<file path="config.mk">
export PLATFORM = sky130hd
export DESIGN_NAME = vcache_csr
export DESIGN_NICKNAME = d
export VERILOG_FILES = /design/src/common/mem_link_pkg.sv /design/src/vcache/vcache_csr.sv
export SDC_FILE = /design/constraint.sdc
export NUM_CORES = 1
export LEC_CHECK = 0
export BUFFER_PORTS_ARGS = -buffer_cell sky130_fd_sc_hd__buf_2
export CORE_UTILIZATION = 55
export DETAILED_ROUTE_END_ITERATION = 10
export HOLD_SLACK_MARGIN = 0.08
export PLACE_DENSITY = 0.79
export SLEW_MARGIN = 20
export SYNTH_ARGS = -nofsm -noshare
export SYNTH_HDL_FRONTEND = slang
export SYNTH_SLANG_ARGS = --single-unit
</file>
<file path="constraint.sdc">
create_clock -name clk -period 5.1 [get_ports clk]
set_clock_uncertainty 0.2 [all_clocks]
set_input_delay 0.765 -clock clk [delete_from_list [all_inputs] [get_ports clk]]
set_output_delay 0.765 -clock clk [all_outputs]
set_load 0.01 [all_outputs]
</file>
<file path="src/common/mem_link_pkg.sv">
package mem_link_pkg;

  localparam int DATA_W     = 32;
  localparam int ADDR_W     = 16;
  localparam int LOAD_ID_W  = 8;
  localparam int MASK_W     = DATA_W / 8;
  // top address bit is configuration space, memory sees the rest
  localparam int MEM_ADDR_W = ADDR_W - 1;

  typedef enum logic [1:0] {
    LOAD   = 2'd0,
    STORE  = 2'd1,
    CFG_RD = 2'd2,
    CFG_WR = 2'd3
  } link_op_e;

  typedef enum logic [1:0] {
    MODE   = 2'd0,
    HITS   = 2'd1,
    MISSES = 2'd2,
    ERR    = 2'd3
  } cfg_reg_e;

  typedef struct packed {
    logic [DATA_W-4:0] pad;
    logic              clear;
    logic              no_mem;
    logic              bypass;
  } cfg_fields_s;

  // payload word, store data or config fields
  typedef union packed {
    logic [DATA_W-1:0] data;
    cfg_fields_s       cfg;
  } link_payload_u;

  typedef struct packed {
    link_op_e         op;
    logic [ADDR_W-1:0] addr;
    logic [MASK_W-1:0] mask;
    link_payload_u    payload;
    logic [LOAD_ID_W-1:0] load_id;
  } link_req_s;

  typedef struct packed {
    logic [LOAD_ID_W-1:0] load_id;
    logic [DATA_W-1:0]    data;
  } link_resp_s;

  typedef struct packed {
    logic                  write;
    logic [MEM_ADDR_W-1:0] addr;
    logic [MASK_W-1:0]     mask;
    logic [DATA_W-1:0]     data;
  } mem_req_s;

  typedef struct packed {
    logic [DATA_W-1:0] data;
  } mem_resp_s;

  typedef struct packed {
    logic bypass;
    logic no_mem;
  } vc_mode_s;

  typedef struct packed {
    logic hit;
    logic miss;
    logic mem_access;
  } vc_event_s;

  // byte-masked merge, shared by the cache line and the memory array
  function automatic logic [DATA_W-1:0] merge_bytes(
    input logic [DATA_W-1:0] old_word,
    input logic [DATA_W-1:0] new_word,
    input logic [MASK_W-1:0] mask
  );
    logic [DATA_W-1:0] res;
    res = old_word;
    for (int b = 0; b < MASK_W; b++) begin
      if (mask[b]) begin
        res[8*b +: 8] = new_word[8*b +: 8];
      end
    end
    return res;
  endfunction

endpackage

</file>
<file path="src/vcache/vcache_csr.sv">
`timescale 1ns/1ps

module vcache_csr import mem_link_pkg::*; (
  input  logic              clk,
  input  logic              reset,
  input  logic              cfg_strobe_i,
  input  logic              cfg_write_i,
  input  cfg_reg_e          cfg_idx_i,
  input  link_payload_u     cfg_wdata_i,
  output logic [DATA_W-1:0] cfg_rdata_o,
  input  vc_event_s         event_i,
  output vc_mode_s          mode_o
);

  vc_mode_s          mode_r;
  logic [DATA_W-1:0] hits_r;
  logic [DATA_W-1:0] misses_r;
  logic              err_r;
  logic              wr;
  cfg_fields_s       mode_view;

  assign wr = cfg_strobe_i && cfg_write_i;

  always_ff @(posedge clk) begin
    if (!reset) begin
      mode_r   <= '0;
      hits_r   <= '0;
      misses_r <= '0;
      err_r    <= 1'b0;
    end else begin
      if (wr && cfg_idx_i == MODE) begin
        mode_r.bypass <= cfg_wdata_i.cfg.bypass;
        mode_r.no_mem <= cfg_wdata_i.cfg.no_mem;
      end
      // clear wins over a same-cycle count
      if (wr && cfg_idx_i == MODE && cfg_wdata_i.cfg.clear) begin
        hits_r   <= '0;
        misses_r <= '0;
      end else begin
        if (event_i.hit) hits_r <= hits_r + 1'b1;
        if (event_i.miss) misses_r <= misses_r + 1'b1;
      end
      // sticky until written
      if (event_i.mem_access && mode_r.no_mem) begin
        err_r <= 1'b1;
      end else if (wr && cfg_idx_i == ERR) begin
        err_r <= 1'b0;
      end
    end
  end

  always_comb begin
    mode_view        = '0;
    mode_view.bypass = mode_r.bypass;
    mode_view.no_mem = mode_r.no_mem;
  end

  always_comb begin
    case (cfg_idx_i)
      MODE:    cfg_rdata_o = mode_view;
      HITS:    cfg_rdata_o = hits_r;
      MISSES:  cfg_rdata_o = misses_r;
      ERR:     cfg_rdata_o = {{(DATA_W-1){1'b0}}, err_r};
      default: cfg_rdata_o = '0;
    endcase
  end

  assign mode_o = mode_r;

endmodule

</file>
==> flow_metrics.py <==
metrics = {
    "die": {
        "die_w_um": 81.86,
        "fp.coreArea_mm2": 0.006026,
        "ios": 75,
        "start_util_pct": 58.20,
        "dieHeight_um": 81.86,
        "dieArea_mm2": 0.006700,
        "rows": 28,
    },
    "worst_setup_path": {
        "reg2reg_depth": 4,
        "reg2reg_slack_ns": 2.29,
        "r2r-start": "hits_r[7]$_SDFFE_PP0P_",
        "arrival_ns": 1.97,
        "crit_type": "input port to output port",
        "rr_endpoint": "hits_r[31]$_SDFFE_PP0P_",
        "cp-start-kind": "input port",
        "worstPathRequired_ns": 4.14,
        "critPathMaxFanout": 30,
        "cp-end-kind": "output port",
        "worstSetupStartpoint": "cfg_idx_i[1]",
        "endpoint": "cfg_rdata_o[15]",
    },
    "sta": {
        "tns_ns": 0,
        "fin_crit_sh_pct": 57.49,
        "hold_viol": 0,
        "tightest_slew_ns": 1.005,
        "rsz0062_at_grt": "false",
        "max_slew_margin_pct": 32.80,
        "holdWs_ns": 0.2857,
        "min_period_ns": 2.932,
        "report.final.slew_viol_count": 0,
        "fmax_mhz": 341.1,
        "setup_viol": 0,
    },
    "clocking": {
        "cts_root_buffer": "clkbuf_8",
        "cts_sinks": 67,
        "cts-resized-gates": 0,
        "cts_buffer_depth": 2,
        "holdBufCountCts": 0,
        "htreeDepth": 3,
        "cts_setup_buffers": 0,
        "tritoncts": "done",
        "clk_pin_slew_ns": 0.06,
        "clk_latency_ns": 0.34,
        "cts_buffers": 9,
    },
    "min_path": {
        "hold_path_class": "flip-flop to flip-flop",
    },
    "layout": {
        "area_delta_synth_final_pct": 11.42,
        "antenna_cells": 0,
        "fin_area_mm2": 0.003908,
        "final_nets": 481,
        "stdcell_count": 518,
        "drive_gt1_share_pct": 15.80,
    },
    "synth": {
        "postSynthAreaPerCell_um2": 8.451,
        "syn-cell-area_mm2": 0.003507,
        "synth_fp_nets": 458,
        "ys_seq_area_share_pct": 38.24,
        "yosysWarnings": 0,
        "ys_ff_latch": 67,
        "syn-instance-count": 415,
        "synth_cell_types": 39,
    },
    "place": {
        "place.gp.congestion": 0.7869,
        "dp_hpwl_um": 5811,
        "place_area_mm2": 0.003701,
        "port-buffer-count": 45,
        "dp_cells": 502,
    },
    "pwr": {
        "cellLeakagePower_uw": 0.001355,
        "ir_drop_v": 0.0001464,
        "powerDensity_mw_per_mm2": 255.9,
    },
    "routing": {
        "via_count": 3377,
        "first_pass_iters": 5,
        "route.detailed.drc": 0,
        "drtIter0Drc": 362,
        "detail_route.wl_per_cell_um": 16.35,
        "wirelength_um": 8470,
        "viasPerCell": 6.519,
        "ant_nets": 0,
    },
    "grt": {
        "grt_use_total_pct": 26.52,
        "grt-ovfl-total": 0,
        "grt_max_degree": 61,
        "antenna_found_initial": 0,
        "grt_pass1_vias": 2848,
        "grt_pass1_wl_um": 13580,
    },
    "status": {
        "outcome": "completed",
    },
    "job": {
        "max_cap_viol_count": 0,
    },
}
-- cells in the mapped netlist (all sizes together) --
cell type,instances,area share (%)
o311ai,1,0.25
o21a,2,0.43
o21ai,10,1.4
a21oi,39,5.6
nand2b,3,0.54
buf,12,1.5
mux2i,5,1.4
nor4bb,1,0.29
ha,2,0.71
nor2,26,2.8
o31ai,27,5.8
nand4b,1,0.25
nand3,25,3.7
nor2b,2,0.36
inv,5,0.54
clkbuf,21,2.3
xnor2,7,1.7
or4,29,6.3
a22oi,1,0.21
dfxtp,67,38
nor3,2,0.29
or3,10,1.8
and4,11,2.8
a22o,30,7.5
and2,2,0.36
mux4,1,0.64
nor4,4,0.71
and3,5,0.89
nand2,28,3.0
nand4,21,3.9
xor2,15,3.7
-- cell families after synthesis --
kind of cell	Yosys count	synth area share, %
adder cells (fa/ha/maj)	2	0.7134
multiplexers	6	2.069
XOR/XNOR	22	5.494
buffers and inverters	38	4.317
flip-flops	67	38.24
AND/OR/NAND/NOR	170	27.97
AO/OA/AOI/OAI	110	21.19
-- cells in the final DEF, fill, tap and decap left out, types with 2 or more instances in the layout --
master / n
mux2i_1: 5
o21a_1: 2
and3_1: 5
or4_2: 2
nor3_1: 2
nand2b_1: 3
ha_1: 2
dfxtp_1: 67
and2_1: 2
buf_2: 45
and4_1: 10
xnor2_1: 7
nand2_1: 27
xor2_1: 15
o21ai_0: 10
nor4_1: 4
nand3_1: 24
nor2_1: 26
nor2b_4: 2
clkbuf_8: 13
clkbuf_1: 2
a21oi_1: 39
or3_1: 9
nand4_1: 20
or4_1: 27
o31ai_1: 27
inv_1: 5
a22o_1: 29
-- layout make-up --
type / count / area, um2
fill: 550 / 2118
multi-input combinational: 310 / 2037
sequential: 67 / 1341
timing repair buffer: 45 / 225.2
clock buffer: 15 / 186.4
tap: 75 / 93.84
inverter: 5 / 18.77
clock inverter: 1 / 5.005
-- state kept, by name, summed over array words and instances, names as in the netlist --
| name | flops |
|---|---|
| hits_r | 32 |
| misses_r | 32 |
| mode_o | 2 |
| err_r | 1 |
-- worst max-delay path, stage by stage --
cell and delay [ns]:
buf_2 0.18, nor2b_4 0.59, a22o_1 0.28, buf_2 0.14
-- per-layer routing --
layer / track usage, % / vias up / wire length [um]
met3: 4.556 / 19 / 410
met4: 12.28 / 0 / 197
met2: 40.17 / 101 / 3905
met1: 36.45 / 1612 / 3957
li1: - / 1645 / -
met5: 0 / - / 0
-- power breakdown --
part	internal (uW)	switching (uW)	total (uW)
registers	527	5.55	532
logic	13.6	27.5	41.1
clock network	230	197	427
-- metrics by stage --
step | setup WS (ns) | power, uW | util, %
floorplan | 2.409 | 570.4 | -
global placement | 1.861 | 582.5 | 61.42
detailed placement | 1.848 | 583.9 | 61.42
CTS | 1.851 | 1003 | 64.60
global route | 2.069 | 1035 | 64.85
finish | 2.168 | 1000 | 64.85
-- worst min path at each step --
stage / cells after the start / startpoint / end / slack [ns]
finish: 2 / mode_o[1]$_SDFFE_PN0P_ / mode_o[1]$_SDFFE_PN0P_ / 0.29
global route: 2 / mode_o[1]$_SDFFE_PN0P_ / mode_o[1]$_SDFFE_PN0P_ / 0.31
CTS: 2 / mode_o[1]$_SDFFE_PN0P_ / mode_o[1]$_SDFFE_PN0P_ / 0.29
detailed placement: 2 / mode_o[1]$_SDFFE_PN0P_ / mode_o[1]$_SDFFE_PN0P_ / 0.28
global placement: 2 / hits_r[31]$_SDFFE_PP0P_ / hits_r[31]$_SDFFE_PP0P_ / 0.27
floorplan: 2 / hits_r[31]$_SDFFE_PP0P_ / hits_r[31]$_SDFFE_PP0P_ / 0.25
(Power assumes the default switching activity.)
