`config.mk`:
```
export PLATFORM = sky130hd
export DESIGN_NAME = link_fifo
export DESIGN_NICKNAME = d
export VERILOG_FILES = /design/src/common/mem_link_pkg.sv /design/src/rtl/link_fifo.sv
export SDC_FILE = /design/constraint.sdc
export NUM_CORES = 1
export LEC_CHECK = 0
export BUFFER_PORTS_ARGS = -buffer_cell sky130_fd_sc_hd__buf_4
export CORE_ASPECT_RATIO = 0.5
export CORE_UTILIZATION = 50
export CTS_CLUSTER_DIAMETER = 30
export CTS_CLUSTER_SIZE = 16
export DETAILED_ROUTE_END_ITERATION = 16
export PLACE_DENSITY = 0.76
export SYNTH_ARGS = -nofsm -noshare
export SYNTH_HDL_FRONTEND = slang
export SYNTH_SLANG_ARGS = --single-unit
```
`constraint.sdc`:
```
create_clock -name clk -period 5.02 [get_ports clk]
set_clock_uncertainty 0.05 [all_clocks]
set_input_delay 0.251 -clock clk [delete_from_list [all_inputs] [get_ports clk]]
set_output_delay 0.251 -clock clk [all_outputs]
set_load 0.01 [all_outputs]
```
`src/common/mem_link_pkg.sv`:
```
package mem_link_pkg;

  localparam int DATA_W     = 32;
  localparam int ADDR_W     = 16;
  localparam int LOAD_ID_W  = 8;
  localparam int MASK_W     = DATA_W / 8;
  // top address bit is configuration space, memory sees the rest
  localparam int MEM_ADDR_W = ADDR_W - 1;

  typedef enum logic [1:0] {
    LOAD   = 2'd0,
    STORE  = 2'd1,
    CFG_RD = 2'd2,
    CFG_WR = 2'd3
  } link_op_e;

  typedef enum logic [1:0] {
    MODE   = 2'd0,
    HITS   = 2'd1,
    MISSES = 2'd2,
    ERR    = 2'd3
  } cfg_reg_e;

  typedef struct packed {
    logic [DATA_W-4:0] pad;
    logic              clear;
    logic              no_mem;
    logic              bypass;
  } cfg_fields_s;

  // payload word, store data or config fields
  typedef union packed {
    logic [DATA_W-1:0] data;
    cfg_fields_s       cfg;
  } link_payload_u;

  typedef struct packed {
    link_op_e         op;
    logic [ADDR_W-1:0] addr;
    logic [MASK_W-1:0] mask;
    link_payload_u    payload;
    logic [LOAD_ID_W-1:0] load_id;
  } link_req_s;

  typedef struct packed {
    logic [LOAD_ID_W-1:0] load_id;
    logic [DATA_W-1:0]    data;
  } link_resp_s;

  typedef struct packed {
    logic                  write;
    logic [MEM_ADDR_W-1:0] addr;
    logic [MASK_W-1:0]     mask;
    logic [DATA_W-1:0]     data;
  } mem_req_s;

  typedef struct packed {
    logic [DATA_W-1:0] data;
  } mem_resp_s;

  typedef struct packed {
    logic bypass;
    logic no_mem;
  } vc_mode_s;

  typedef struct packed {
    logic hit;
    logic miss;
    logic mem_access;
  } vc_event_s;

  // byte-masked merge, shared by the cache line and the memory array
  function automatic logic [DATA_W-1:0] merge_bytes(
    input logic [DATA_W-1:0] old_word,
    input logic [DATA_W-1:0] new_word,
    input logic [MASK_W-1:0] mask
  );
    logic [DATA_W-1:0] res;
    res = old_word;
    for (int b = 0; b < MASK_W; b++) begin
      if (mask[b]) begin
        res[8*b +: 8] = new_word[8*b +: 8];
      end
    end
    return res;
  endfunction

endpackage

```
`src/rtl/link_fifo.sv`:
```
`timescale 1ns/1ps

module link_fifo import mem_link_pkg::*; (
  input  logic      clk,
  input  logic      reset,
  input  link_req_s in_i,
  input  logic      in_valid_i,
  output logic      in_ready_o,
  output link_req_s out_o,
  output logic      out_valid_o,
  input  logic      out_ready_i
);

  link_req_s  buf_r [2];
  logic       wr_ptr_r;
  logic       rd_ptr_r;
  logic [1:0] count_r;
  logic       push;
  logic       pop;

  assign in_ready_o  = (count_r != 2'd2);
  assign out_valid_o = (count_r != 2'd0);
  assign out_o       = buf_r[rd_ptr_r];

  assign push = in_valid_i && in_ready_o;
  assign pop  = out_valid_o && out_ready_i;

  always_ff @(posedge clk) begin
    if (!reset) begin
      wr_ptr_r <= 1'b0;
      rd_ptr_r <= 1'b0;
      count_r  <= 2'd0;
    end else begin
      if (push) wr_ptr_r <= ~wr_ptr_r;
      if (pop) rd_ptr_r <= ~rd_ptr_r;
      count_r <= count_r + {1'b0, push} - {1'b0, pop};
    end
  end

  always_ff @(posedge clk) begin
    if (push) begin
      buf_r[wr_ptr_r] <= in_i;
    end
  end

endmodule

```
==> metrics.log <==
[metrics] result of the run: completed
[metrics] setup slack of the critical path after layout: 2560 ps
[metrics] number of maximum-capacitance constraint violations: 0
[metrics] count of state elements after synthesis: between 100 and 150
[metrics] kind of start point of the critical path: flop
[metrics] Post-Route M1 WL: approximately 3800 um
[metrics] placed wire-length estimate after detailed placement: around 5500 um
[metrics] Critical Path AT: 2460 ps
[metrics] highest routed metal layer: met4
[metrics] Placed Instance Area: just over 6000 um^2
[metrics] Buffers on Ports: 129
[metrics] global-route usage over all layers: about a fifth
[metrics] final period utilization: 48.9%
[metrics] Yosys warning count: 0
[metrics] chain of cells forming the critical path: nand2b_1, nand2_1, nor2_4, buf_4
[metrics] worst-path maximum fanout: 37
[metrics] power density over the cells: 482 nW/um^2
[metrics] CTS tree: done
[metrics] hold crit path type: in2reg
[metrics] Max Root-Sink Buffers: 2
[metrics] # diodes: 0
[metrics] crit end category: flop
[metrics] number of global-route vias before repair: 2837
[metrics] via count: ~2700
[metrics] Antenna Violating Nets Remaining: 0
[metrics] Layout Nets: 490
[metrics] required arrival time at the worst endpoint: 5030 ps
[metrics] number of levels in the clock H-tree: 4
[metrics] gate count of the mapped netlist: between 200 and 250
[metrics] GP Congestion: 0.719
[metrics] Die Footprint: 10500 um^2
[metrics] total setup buffers inserted after CTS: 0
[metrics] post-synthesis area per instance: 23.1 um^2
[metrics] total met3 wirelength after detailed routing: 390 um
[metrics] Final Setup Violations: 0
[metrics] synth unique cells: 18
[metrics] met2 layer wire length in the routed design: 4990 um
[metrics] post-layout minimum cycle time: 2460 ps
[metrics] Total Neg Setup Slack: 0 ps
[metrics] detailed router's first-iteration violation count: 166
[metrics] wire length of the first global-routing pass: around 14000 um
[metrics] placeable core region: 9570 um^2
[metrics] Slew Limit Headroom: 22.5%
[metrics] Max Freq: around 0.4 GHz
[metrics] CTS Buf Count: 17
[metrics] clock latency of the later-clocked register in the worst-skew pair: ~400 ps
[metrics] Synth-to-Final Area Change: 44.0%
[metrics] number of top-level pins: 130
[metrics] via count normalized by instance count: ~4.7
[metrics] clock edge transition at the registers on the reported setup and hold paths: approximately 50 ps
[metrics] die width: roughly 140 um
[metrics] design area: 7220 um^2
[metrics] pin count of the biggest net entering global routing: between 60 and 70
[metrics] nets in the synthesized netlist: 285
[metrics] max-slew violations: 0
[metrics] RSZ-0062 raised after global routing: false
[metrics] slew at the pin with the worst max-slew slack: roughly 1200 ps
[metrics] share of the core filled with cells in the final layout: 75.4%
[metrics] Resize count post-CTS: 0
[metrics] startpoint-to-endpoint class of the critical path: reg2reg
[metrics] Lkg Pwr: 0.00286 uW
[metrics] proportion of layout cells with a drive suffix above 1: 51.5%
[metrics] Slowest cell on crit path: sky130_fd_sc_hd__nor2_4
[metrics] number of antenna violations at the first check in global routing: 0
[metrics] quantity of hold-fixing buffers added after cts: between 60 and 70
[metrics] share of synthesized area occupied by flip-flops and latches: 76.3%
[metrics] area taken by multi-input logic gates: around 1100 um^2
[metrics] post-route DRC violation count: 0
[metrics] starting utilization of the core area: 52.4%
[metrics] fillcell total: 560
[metrics] worst supply voltage drop on vdd: 0.342 mV
[metrics] sum of routed wire length over all layers: 9280 um
[metrics] combined flip-flop and latch cell area: approximately 3800 um^2
[metrics] Overflow after GRT: 0
[metrics] worst slack after detailed placement: 2560 ps
[metrics] number of hold violations in the final report: 0
[metrics] delay of the slowest cell on the worst path: 850 ps
[metrics] average wire per cell in the routed design: around 16 um
[metrics] cell chosen for the clock root: sky130_fd_sc_hd__clkbuf_16
[metrics] number of rows in the core area: 25
[metrics] number of optimization iterations in the first detailed-route pass: 4
[metrics] area of the mapped netlist: 5010 um^2
[metrics] vertical die dimension: 72.8 um
[metrics] TritonCTS sink count: 129
==> state kept, by name (all words and copies together), names as in the netlist, named ones only <==
signal and flops:
wr_ptr_r 1, count_r 2, rd_ptr_r 1, buf_r 124
==> stage by stage <==
step / total power (uW) / instances / hold WS [ps]
5_1_grt: 3620 / 570 / 53.4
2_1_floorplan: 2030 / 217 / 300
6_report: 3480 / 570 / 59.5
3_3_place_gp: 2300 / 476 / 387
3_5_place_dp: 2330 / 476 / 389
4_1_cts: 3500 / 570 / 42.0
==> worst max-delay path: cells and delay by family, from the launching register on <==
kind | cells | cell delay (ps)
AND/OR/NAND/NOR | 3 | 1180
buffers and inverters | 1 | 490
flip-flops | 1 | 360
==> routing by layer <==
| layer | track usage [%] | up-vias |
|---|---|---|
| met5 | 0 | - |
| met4 | 11.0 | 0 |
| met3 | 5.84 | 12 |
| met2 | 32.3 | 72 |
| met1 | 21.6 | 1340 |
| li1 | - | 1270 |
==> synth_stat cells <==
| master | count | share of area, % |
|---|---|---|
| sky130_fd_sc_hd__and2_1 | 2 | 0.25 |
| sky130_fd_sc_hd__and3_1 | 1 | 0.12 |
| sky130_fd_sc_hd__buf_12 | 6 | 2.4 |
| sky130_fd_sc_hd__buf_6 | 1 | 0.22 |
| sky130_fd_sc_hd__dfxtp_1 | 5 | 2.0 |
| sky130_fd_sc_hd__edfxtp_1 | 124 | 74 |
| sky130_fd_sc_hd__ha_1 | 2 | 0.50 |
| sky130_fd_sc_hd__inv_1 | 1 | 0.075 |
| sky130_fd_sc_hd__mux2_2 | 2 | 0.45 |
| sky130_fd_sc_hd__mux2_4 | 60 | 18 |
| sky130_fd_sc_hd__mux2i_1 | 1 | 0.20 |
| sky130_fd_sc_hd__nand2_1 | 2 | 0.15 |
| sky130_fd_sc_hd__nand2b_1 | 2 | 0.25 |
| sky130_fd_sc_hd__nor2_1 | 1 | 0.075 |
| sky130_fd_sc_hd__nor2b_1 | 2 | 0.25 |
| sky130_fd_sc_hd__o21a_1 | 1 | 0.15 |
| sky130_fd_sc_hd__or2_2 | 1 | 0.12 |
| sky130_fd_sc_hd__xnor2_1 | 3 | 0.52 |
==> worst paths after layout <==
| check | startpoint | to | slack [ps] | cells past startpoint |
|---|---|---|---|---|
| max | count_r[0] | buf_r[0][46] | 2560 | 4 |
| min | reset | count_r[0] | 60 | 2 |
| max reg2reg | count_r[0] | buf_r[0][46] | 2560 | 4 |
| min reg2reg | rd_ptr_r | flop | 490 | 2 |
==> placed cells by master, fill, tap and decap left out, drive strengths merged, types with 2 or more instances in the layout <==
cell         count
nand2            2
ha               2
nand2b           2
buf            131
dlygate4sd3     62
clkbuf          18
and2             2
mux2            62
edfxtp         124
xnor2            3
dfxtp            5
clkinv           9
bufinv           2
nor2b            2
clkinvlp         3
==> power breakdown <==
part / total [uW] / switching [uW] / internal, uW
registers: 1490 / 129 / 1360
logic: 860 / 323 / 537
clock network: 1130 / 417 / 717
total: 3480 / 869 / 2610
==> cell families (layout without fill, tap and decap cells) <==
logic type / after synthesis / count (layout) / synth area share, %
flip-flops: 129 / 129 / 76.3
multiplexers: 63 / 63 / 18.6
AND/OR/NAND/NOR: 11 / 11 / 1.22
buffers and inverters: 8 / 226 / 2.70
XOR/XNOR: 3 / 3 / 0.524
adder cells (fa/ha/maj): 2 / 2 / 0.499
AO/OA/AOI/OAI: 1 / 1 / 0.150
==> final cells by class <==
type | count | area share (%)
repair buffers | 193 | 22.2
flip-flops and latches | 129 | 53.0
clock inverters | 14 | 1.70
clock buffers | 18 | 5.95
inverters | 1 | 0.0520
multi-input cells | 80 | 14.7
well taps | 135 | 2.34
Power figures use the tool's default switching activity.
