===== config.mk =====
export PLATFORM = sky130hd
export DESIGN_NAME = vcache_bank
export DESIGN_NICKNAME = d
export VERILOG_FILES = /design/src/common/mem_link_pkg.sv /design/src/vcache/vcache_bank.sv
export SDC_FILE = /design/constraint.sdc
export NUM_CORES = 1
export LEC_CHECK = 0
export BUFFER_PORTS_ARGS = -buffer_cell sky130_fd_sc_hd__buf_2
export CORE_MARGIN = 8
export CORE_UTILIZATION = 54
export DETAILED_ROUTE_END_ITERATION = 10
export PLACE_DENSITY = 0.73
export SYNTH_ARGS = -nofsm -noshare
export SYNTH_HDL_FRONTEND = slang
export SYNTH_SLANG_ARGS = --single-unit

===== constraint.sdc =====
create_clock -name clk -period 8.6 [get_ports clk]
set_clock_uncertainty 0.15 [all_clocks]
set_input_delay 1.29 -clock clk [delete_from_list [all_inputs] [get_ports clk]]
set_output_delay 1.29 -clock clk [all_outputs]
set_load 0.02 [all_outputs]

===== src/common/mem_link_pkg.sv =====
package mem_link_pkg;

  localparam int DATA_W     = 32;
  localparam int ADDR_W     = 16;
  localparam int LOAD_ID_W  = 8;
  localparam int MASK_W     = DATA_W / 8;
  // top address bit is configuration space, memory sees the rest
  localparam int MEM_ADDR_W = ADDR_W - 1;

  typedef enum logic [1:0] {
    LOAD   = 2'd0,
    STORE  = 2'd1,
    CFG_RD = 2'd2,
    CFG_WR = 2'd3
  } link_op_e;

  typedef enum logic [1:0] {
    MODE   = 2'd0,
    HITS   = 2'd1,
    MISSES = 2'd2,
    ERR    = 2'd3
  } cfg_reg_e;

  typedef struct packed {
    logic [DATA_W-4:0] pad;
    logic              clear;
    logic              no_mem;
    logic              bypass;
  } cfg_fields_s;

  // payload word, store data or config fields
  typedef union packed {
    logic [DATA_W-1:0] data;
    cfg_fields_s       cfg;
  } link_payload_u;

  typedef struct packed {
    link_op_e         op;
    logic [ADDR_W-1:0] addr;
    logic [MASK_W-1:0] mask;
    link_payload_u    payload;
    logic [LOAD_ID_W-1:0] load_id;
  } link_req_s;

  typedef struct packed {
    logic [LOAD_ID_W-1:0] load_id;
    logic [DATA_W-1:0]    data;
  } link_resp_s;

  typedef struct packed {
    logic                  write;
    logic [MEM_ADDR_W-1:0] addr;
    logic [MASK_W-1:0]     mask;
    logic [DATA_W-1:0]     data;
  } mem_req_s;

  typedef struct packed {
    logic [DATA_W-1:0] data;
  } mem_resp_s;

  typedef struct packed {
    logic bypass;
    logic no_mem;
  } vc_mode_s;

  typedef struct packed {
    logic hit;
    logic miss;
    logic mem_access;
  } vc_event_s;

  // byte-masked merge, shared by the cache line and the memory array
  function automatic logic [DATA_W-1:0] merge_bytes(
    input logic [DATA_W-1:0] old_word,
    input logic [DATA_W-1:0] new_word,
    input logic [MASK_W-1:0] mask
  );
    logic [DATA_W-1:0] res;
    res = old_word;
    for (int b = 0; b < MASK_W; b++) begin
      if (mask[b]) begin
        res[8*b +: 8] = new_word[8*b +: 8];
      end
    end
    return res;
  endfunction

endpackage


===== src/vcache/vcache_bank.sv =====
`timescale 1ns/1ps

module vcache_bank import mem_link_pkg::*; #(
  parameter int SETS_P = 16
) (
  input  logic              clk,
  input  logic              reset,

  input  link_req_s         req_i,
  input  logic              req_valid_i,
  output logic              req_ready_o,

  output link_resp_s        resp_o,
  output logic              resp_valid_o,
  input  logic              resp_ready_i,

  output mem_req_s          mem_req_o,
  output logic              mem_req_valid_o,
  input  logic              mem_req_ready_i,
  input  mem_resp_s         mem_resp_i,
  input  logic              mem_resp_valid_i,

  input  vc_mode_s          mode_i,
  output vc_event_s         event_o,

  output logic              cfg_strobe_o,
  output logic              cfg_write_o,
  output cfg_reg_e          cfg_idx_o,
  output link_payload_u     cfg_wdata_o,
  input  logic [DATA_W-1:0] cfg_rdata_i
);

  localparam int IDX_W = $clog2(SETS_P);
  localparam int TAG_W = MEM_ADDR_W - IDX_W;

  typedef enum logic [1:0] {
    S_IDLE,
    S_MEM_ISSUE,
    S_MEM_WAIT,
    S_RESPOND
  } state_e;

  state_e state_r;
  state_e state_n;

  logic [SETS_P-1:0] valid_r;
  logic [TAG_W-1:0]  tag_r [SETS_P];
  logic [DATA_W-1:0] data_r [SETS_P];

  link_req_s         req_q;
  logic [DATA_W-1:0] resp_data_r;

  logic             accept;
  logic             is_cfg;
  logic             is_load;
  logic             hit;
  logic             load_hit;
  logic             need_mem;
  logic             fill;
  logic             store_hit_wr;
  logic [IDX_W-1:0] in_idx;
  logic [TAG_W-1:0] in_tag;
  logic [IDX_W-1:0] q_idx;
  logic [TAG_W-1:0] q_tag;

  assign req_ready_o = (state_r == S_IDLE);
  assign accept      = req_valid_i && req_ready_o;

  // config space by address bit or by opcode
  assign is_cfg  = req_i.addr[ADDR_W-1] || (req_i.op == CFG_RD) || (req_i.op == CFG_WR);
  assign is_load = !is_cfg && (req_i.op == LOAD);

  assign in_idx   = req_i.addr[IDX_W-1:0];
  assign in_tag   = req_i.addr[MEM_ADDR_W-1:IDX_W];
  assign hit      = valid_r[in_idx] && (tag_r[in_idx] == in_tag);
  assign load_hit = is_load && hit && !mode_i.bypass;
  // every store writes through, loads go out unless served here
  assign need_mem = !is_cfg && !load_hit;

  assign q_idx = req_q.addr[IDX_W-1:0];
  assign q_tag = req_q.addr[MEM_ADDR_W-1:IDX_W];

  assign event_o.hit        = accept && load_hit;
  assign event_o.miss       = accept && is_load && !load_hit;
  assign event_o.mem_access = accept && need_mem;

  assign cfg_strobe_o = accept && is_cfg;
  assign cfg_write_o  = (req_i.op == CFG_WR) || (req_i.op == STORE);
  assign cfg_idx_o    = cfg_reg_e'(req_i.addr[1:0]);
  assign cfg_wdata_o  = req_i.payload;

  always_comb begin
    state_n = state_r;
    case (state_r)
      S_IDLE: begin
        if (accept) begin
          state_n = (need_mem && !mode_i.no_mem) ? S_MEM_ISSUE : S_RESPOND;
        end
      end
      S_MEM_ISSUE: begin
        if (mem_req_ready_i) begin
          state_n = mem_req_o.write ? S_RESPOND : S_MEM_WAIT;
        end
      end
      S_MEM_WAIT: begin
        if (mem_resp_valid_i) state_n = S_RESPOND;
      end
      S_RESPOND: begin
        if (resp_ready_i) state_n = S_IDLE;
      end
      default: state_n = S_IDLE;
    endcase
  end

  always_ff @(posedge clk) begin
    if (!reset) begin
      state_r <= S_IDLE;
    end else begin
      state_r <= state_n;
    end
  end

  // request copy and response word
  always_ff @(posedge clk) begin
    if (accept) begin
      req_q <= req_i;
      if (is_cfg && !cfg_write_o) begin
        resp_data_r <= cfg_rdata_i;
      end else if (load_hit) begin
        resp_data_r <= data_r[in_idx];
      end else begin
        resp_data_r <= '0;
      end
    end else if (state_r == S_MEM_WAIT && mem_resp_valid_i) begin
      resp_data_r <= mem_resp_i.data;
    end
  end

  // fill on load miss, never in bypass
  assign fill = (state_r == S_MEM_WAIT) && mem_resp_valid_i
             && (req_q.op == LOAD) && !mode_i.bypass;
  assign store_hit_wr = accept && !is_cfg && !is_load && hit && !mode_i.no_mem;

  always_ff @(posedge clk) begin
    if (!reset) begin
      valid_r <= '0;
    end else if (fill) begin
      valid_r[q_idx] <= 1'b1;
    end
  end

  always_ff @(posedge clk) begin
    if (fill) begin
      tag_r[q_idx]  <= q_tag;
      data_r[q_idx] <= mem_resp_i.data;
    end else if (store_hit_wr) begin
      data_r[in_idx] <= merge_bytes(data_r[in_idx], req_i.payload.data, req_i.mask);
    end
  end

  assign mem_req_valid_o = (state_r == S_MEM_ISSUE);
  assign mem_req_o.write = (req_q.op != LOAD);
  assign mem_req_o.addr  = req_q.addr[MEM_ADDR_W-1:0];
  assign mem_req_o.mask  = req_q.mask;
  assign mem_req_o.data  = req_q.payload.data;

  assign resp_valid_o   = (state_r == S_RESPOND);
  assign resp_o.load_id = req_q.load_id;
  assign resp_o.data    = resp_data_r;

endmodule


==> summary.md <==
| Metric | Value |
|---|---|
| Core footprint | `around 60,000 µm²` |
| R2r setup slk | `~3.8 ns` |
| Hold_sp | `valid_r[2]` |
| I/O pin cnt | `268` |
| Worst EP arrival | `~5.1 ns` |
| Design area | `approximately 37,000 µm²` |
| Syn avg cell area | `approximately 20 µm²` |
| Number of DRC markers in iteration 0 | `between 1,500 and 2,000` |
| Total grt overflow | `0` |
| Achievable clock frequency | `around 150 MHz` |
| Mapped Area | `approximately 33,000 µm²` |
| Min-Delay Endpoint | `valid_r[2]` |
| Tcrit/Tclk final | `0.761` |
| Post-DP HPWL | `roughly 43,000 µm` |
| Most common cell after layout, fill and taps aside | `edfxtp_1` |
| Yosys warns | `0` |
| R2r worst-path depth | `9` |
| First-pass GRT wire length | `112,000 µm` |
| Port bufs | `approximately 270` |
| Clk buf depth | `3` |
| Register area share after synthesis | `0.731` |
| Number of max-cap violations | `0` |
| Fin Hold WS | `between 0.3 and 0.4 ns` |
| Starting Density | `0.542` |
| PwrDens | `246 nW/µm²` |
| Syn_nets | `about 1,800` |
| Via count | `16,600` |
| Slowest Stage Delay on Critical Path | `0.63 ns` |
| Vias in the first global route | `approximately 17,000` |
| Cell chain of the critical path | `buf_6 -> buf_4 -> mux4_2 -> mux2i_1 -> nor3_1 -> nor4_1 -> nand4_1 -> nor4b_4 -> buf_4 -> and3_1 -> nor3_1 -> buf_2` |
| Lkg Pwr | `0.0123 µW` |
| Tmin final | `6.54 ns` |
| Hold depth | `1` |
| Setup ws final | `~2.1 ns` |
| Slew Limit Fails | `0` |
| Crit end category | `output port` |
| Final hold vios | `0` |
| Residual DRC | `0` |
| Most frequent cells in the layout | `781 x edfxtp_1, 264 x buf_2, 192 x mux4_2` |
| GP Congestion | `0.805` |
| CTS Buf Count | `82` |
| All-Layer GR Usage | `0.223` |
| Critical path fanouts, max | `65` |
| Synthesized flop and latch total | `about 800` |
| Antenna violations before repair | `0` |
| CP Launch Type | `primary input` |
| CTS tree | `done` |
| Max rail drop VDD | `~150 µV` |
| Yosys cell types | `53` |
| H-tree levels | `3` |
| Worst-Skew Late Latency | `0.63 ns` |
| Clock slew at reported path FFs | `0.06 ns` |
| Final WL | `roughly 76,000 µm` |
| Outcome | `completed` |
| Worst slew pin tran | `between 1 and 1.5 ns` |
| Die Y-Extent | `262 µm` |
| Critical R2R Capture | `data_r[9][25]` |
| Clock sink count | `799` |
| Share of cells above drive strength 1 | `0.387` |
| Setup TNS | `0 ns` |
| Number of core rows | `90` |
| DR pass1 iterations | `6` |
| Setup bufs post-CTS | `0` |
| Via density | `just over 6` |
| Root buffer cell | `clkbuf_16` |
| Crit path kind | `primary input to output port` |
| EDFF count, synth | `between 700 and 800` |
| Post-CTS Hold Buffers | `0` |
| RSZ-0062 raised after global routing | `false` |
| Pin count of the biggest net entering global routing | `68` |
| DP Worst Slack | `between 2 and 2.5 ns` |
| PostCTS Resize Cnt | `0` |
| Layout area overhead | `14.1%` |
| Drt wl/cell | `approximately 28 µm` |
| Worst reg2reg startpoint | `tag_r[12][4]` |
| N_diodes | `0` |
| Worst Hold Class | `flip-flop to flip-flop` |
| Rel. slew slack | `0.167` |
| Dpl cell area | `34,400 µm²` |
| Util after Layout | `0.619` |
| Async set-or-reset flop fraction in the synthesized netlist | `0` |
| Cells after Synth | `between 1,500 and 2,000` |
| CP required | `7.16 ns` |
| Die width | `between 200 and 300 µm` |
| Final nets | `1,964` |
| Synth Flop Type | `edfxtp_1` |
| Final number of setup-violating endpoints | `0` |
| Slowest cell on crit path | `buf_4` |
| Antenna violation net count after detailed routing | `0` |
| Die footprint | `between 60,000 and 70,000 µm²` |
worst max-delay path by stage:
stage / start / end / slack (ns)
detailed placement: req_i[44] / event_o[1] / 2.11
floorplan: req_i[44] / data_r[6][0] / 1.86
CTS: req_i[44] / event_o[1] / 2.10
global placement: req_i[44] / event_o[1] / 2.10
finish: req_i[45] / event_o[1] / 2.06
global route: req_i[44] / event_o[0] / 1.77
registers in the layout, indices dropped and copies added (netlist names):
signal,count
data_r,512
tag_r,176
mem_req_o,51
resp_data_r,32
valid_r,16
resp_o,8
req_q,2
state_r,2
cells by family (layout without fill, tap and decap cells):
logic type      after synthesis  after routing  synth area share
compound gates              134            134            0.0273
xor+xnor                     14             14           0.00377
fa+ha+maj                     4              4           0.00154
buf+inv                     196            474            0.0363
flops                       799            799             0.731
mux                         302            302             0.173
simple gates                169            169            0.0266
power breakdown:
group / leakage (µW) / total [µW] / switching, µW / internal (µW)
combinational: 0.00375 / 958 / 644 / 314
clock: 0.00135 / 3610 / 1500 / 2110
sequential: 0.00721 / 4580 / 85.1 / 4490
total: 0.0123 / 9150 / 2230 / 6910
critical path, delay by kind of cell:
kind	cells	cell delay [ns]
buffers and inverters	4	1.81
and+or+nand+nor	6	1.32
muxes	2	0.61
Yosys cell counts (7+ instances only):
master,count,area share
o31ai_2,7,0.0027
nor2_1,56,0.0065
a21oi_1,67,0.010
mux2_4,29,0.013
mux2i_1,39,0.012
dfxtp_1,18,0.011
nor3_1,8,0.0012
buf_4,96,0.022
nand4_1,35,0.0067
buf_6,9,0.0031
o21a_1,16,0.0037
buf_1,21,0.0024
xnor2_1,10,0.0027
nand2_1,27,0.0031
nand2b_1,7,0.0013
edfxtp_1,781,0.72
inv_1,17,0.0020
mux4_2,192,0.13
buf_2,15,0.0023
nand3_1,7,0.0011
a22oi_1,8,0.0018
or3_1,11,0.0021
mux2_2,41,0.014
clkbuf_1,38,0.0044
through the flow:
| stage | power (µW) | std cells |
|---|---|---|
| 6_report | 9150 | 2678 |
| 5_1_grt | 9430 | 2678 |
| 4_1_cts | 9210 | 2678 |
| 3_5_place_dp | 5630 | 2524 |
| 3_3_place_gp | 5600 | 2524 |
| 2_1_floorplan | 5310 | 1618 |
layout make-up:
class / count / area, µm²
Tap cell: 782 / 978
Timing Repair Buffer: 303 / 1680
Sequential cell: 799 / 23800
Multi-Input combinational cell: 623 / 7870
Clock inverter: 59 / 612
Clock buffer: 95 / 2140
Inverter: 17 / 66.3
Fill cell: 4058 / 22900
routing by layer:
layer	share of wire	track usage	vias to the layer above
met5	0	0	-
met4	0.023	0.0744	0
met3	0.080	0.0391	120
met2	0.51	0.375	810
met1	0.39	0.296	8663
li1	-	-	6999
(Power assumes the default switching activity.)
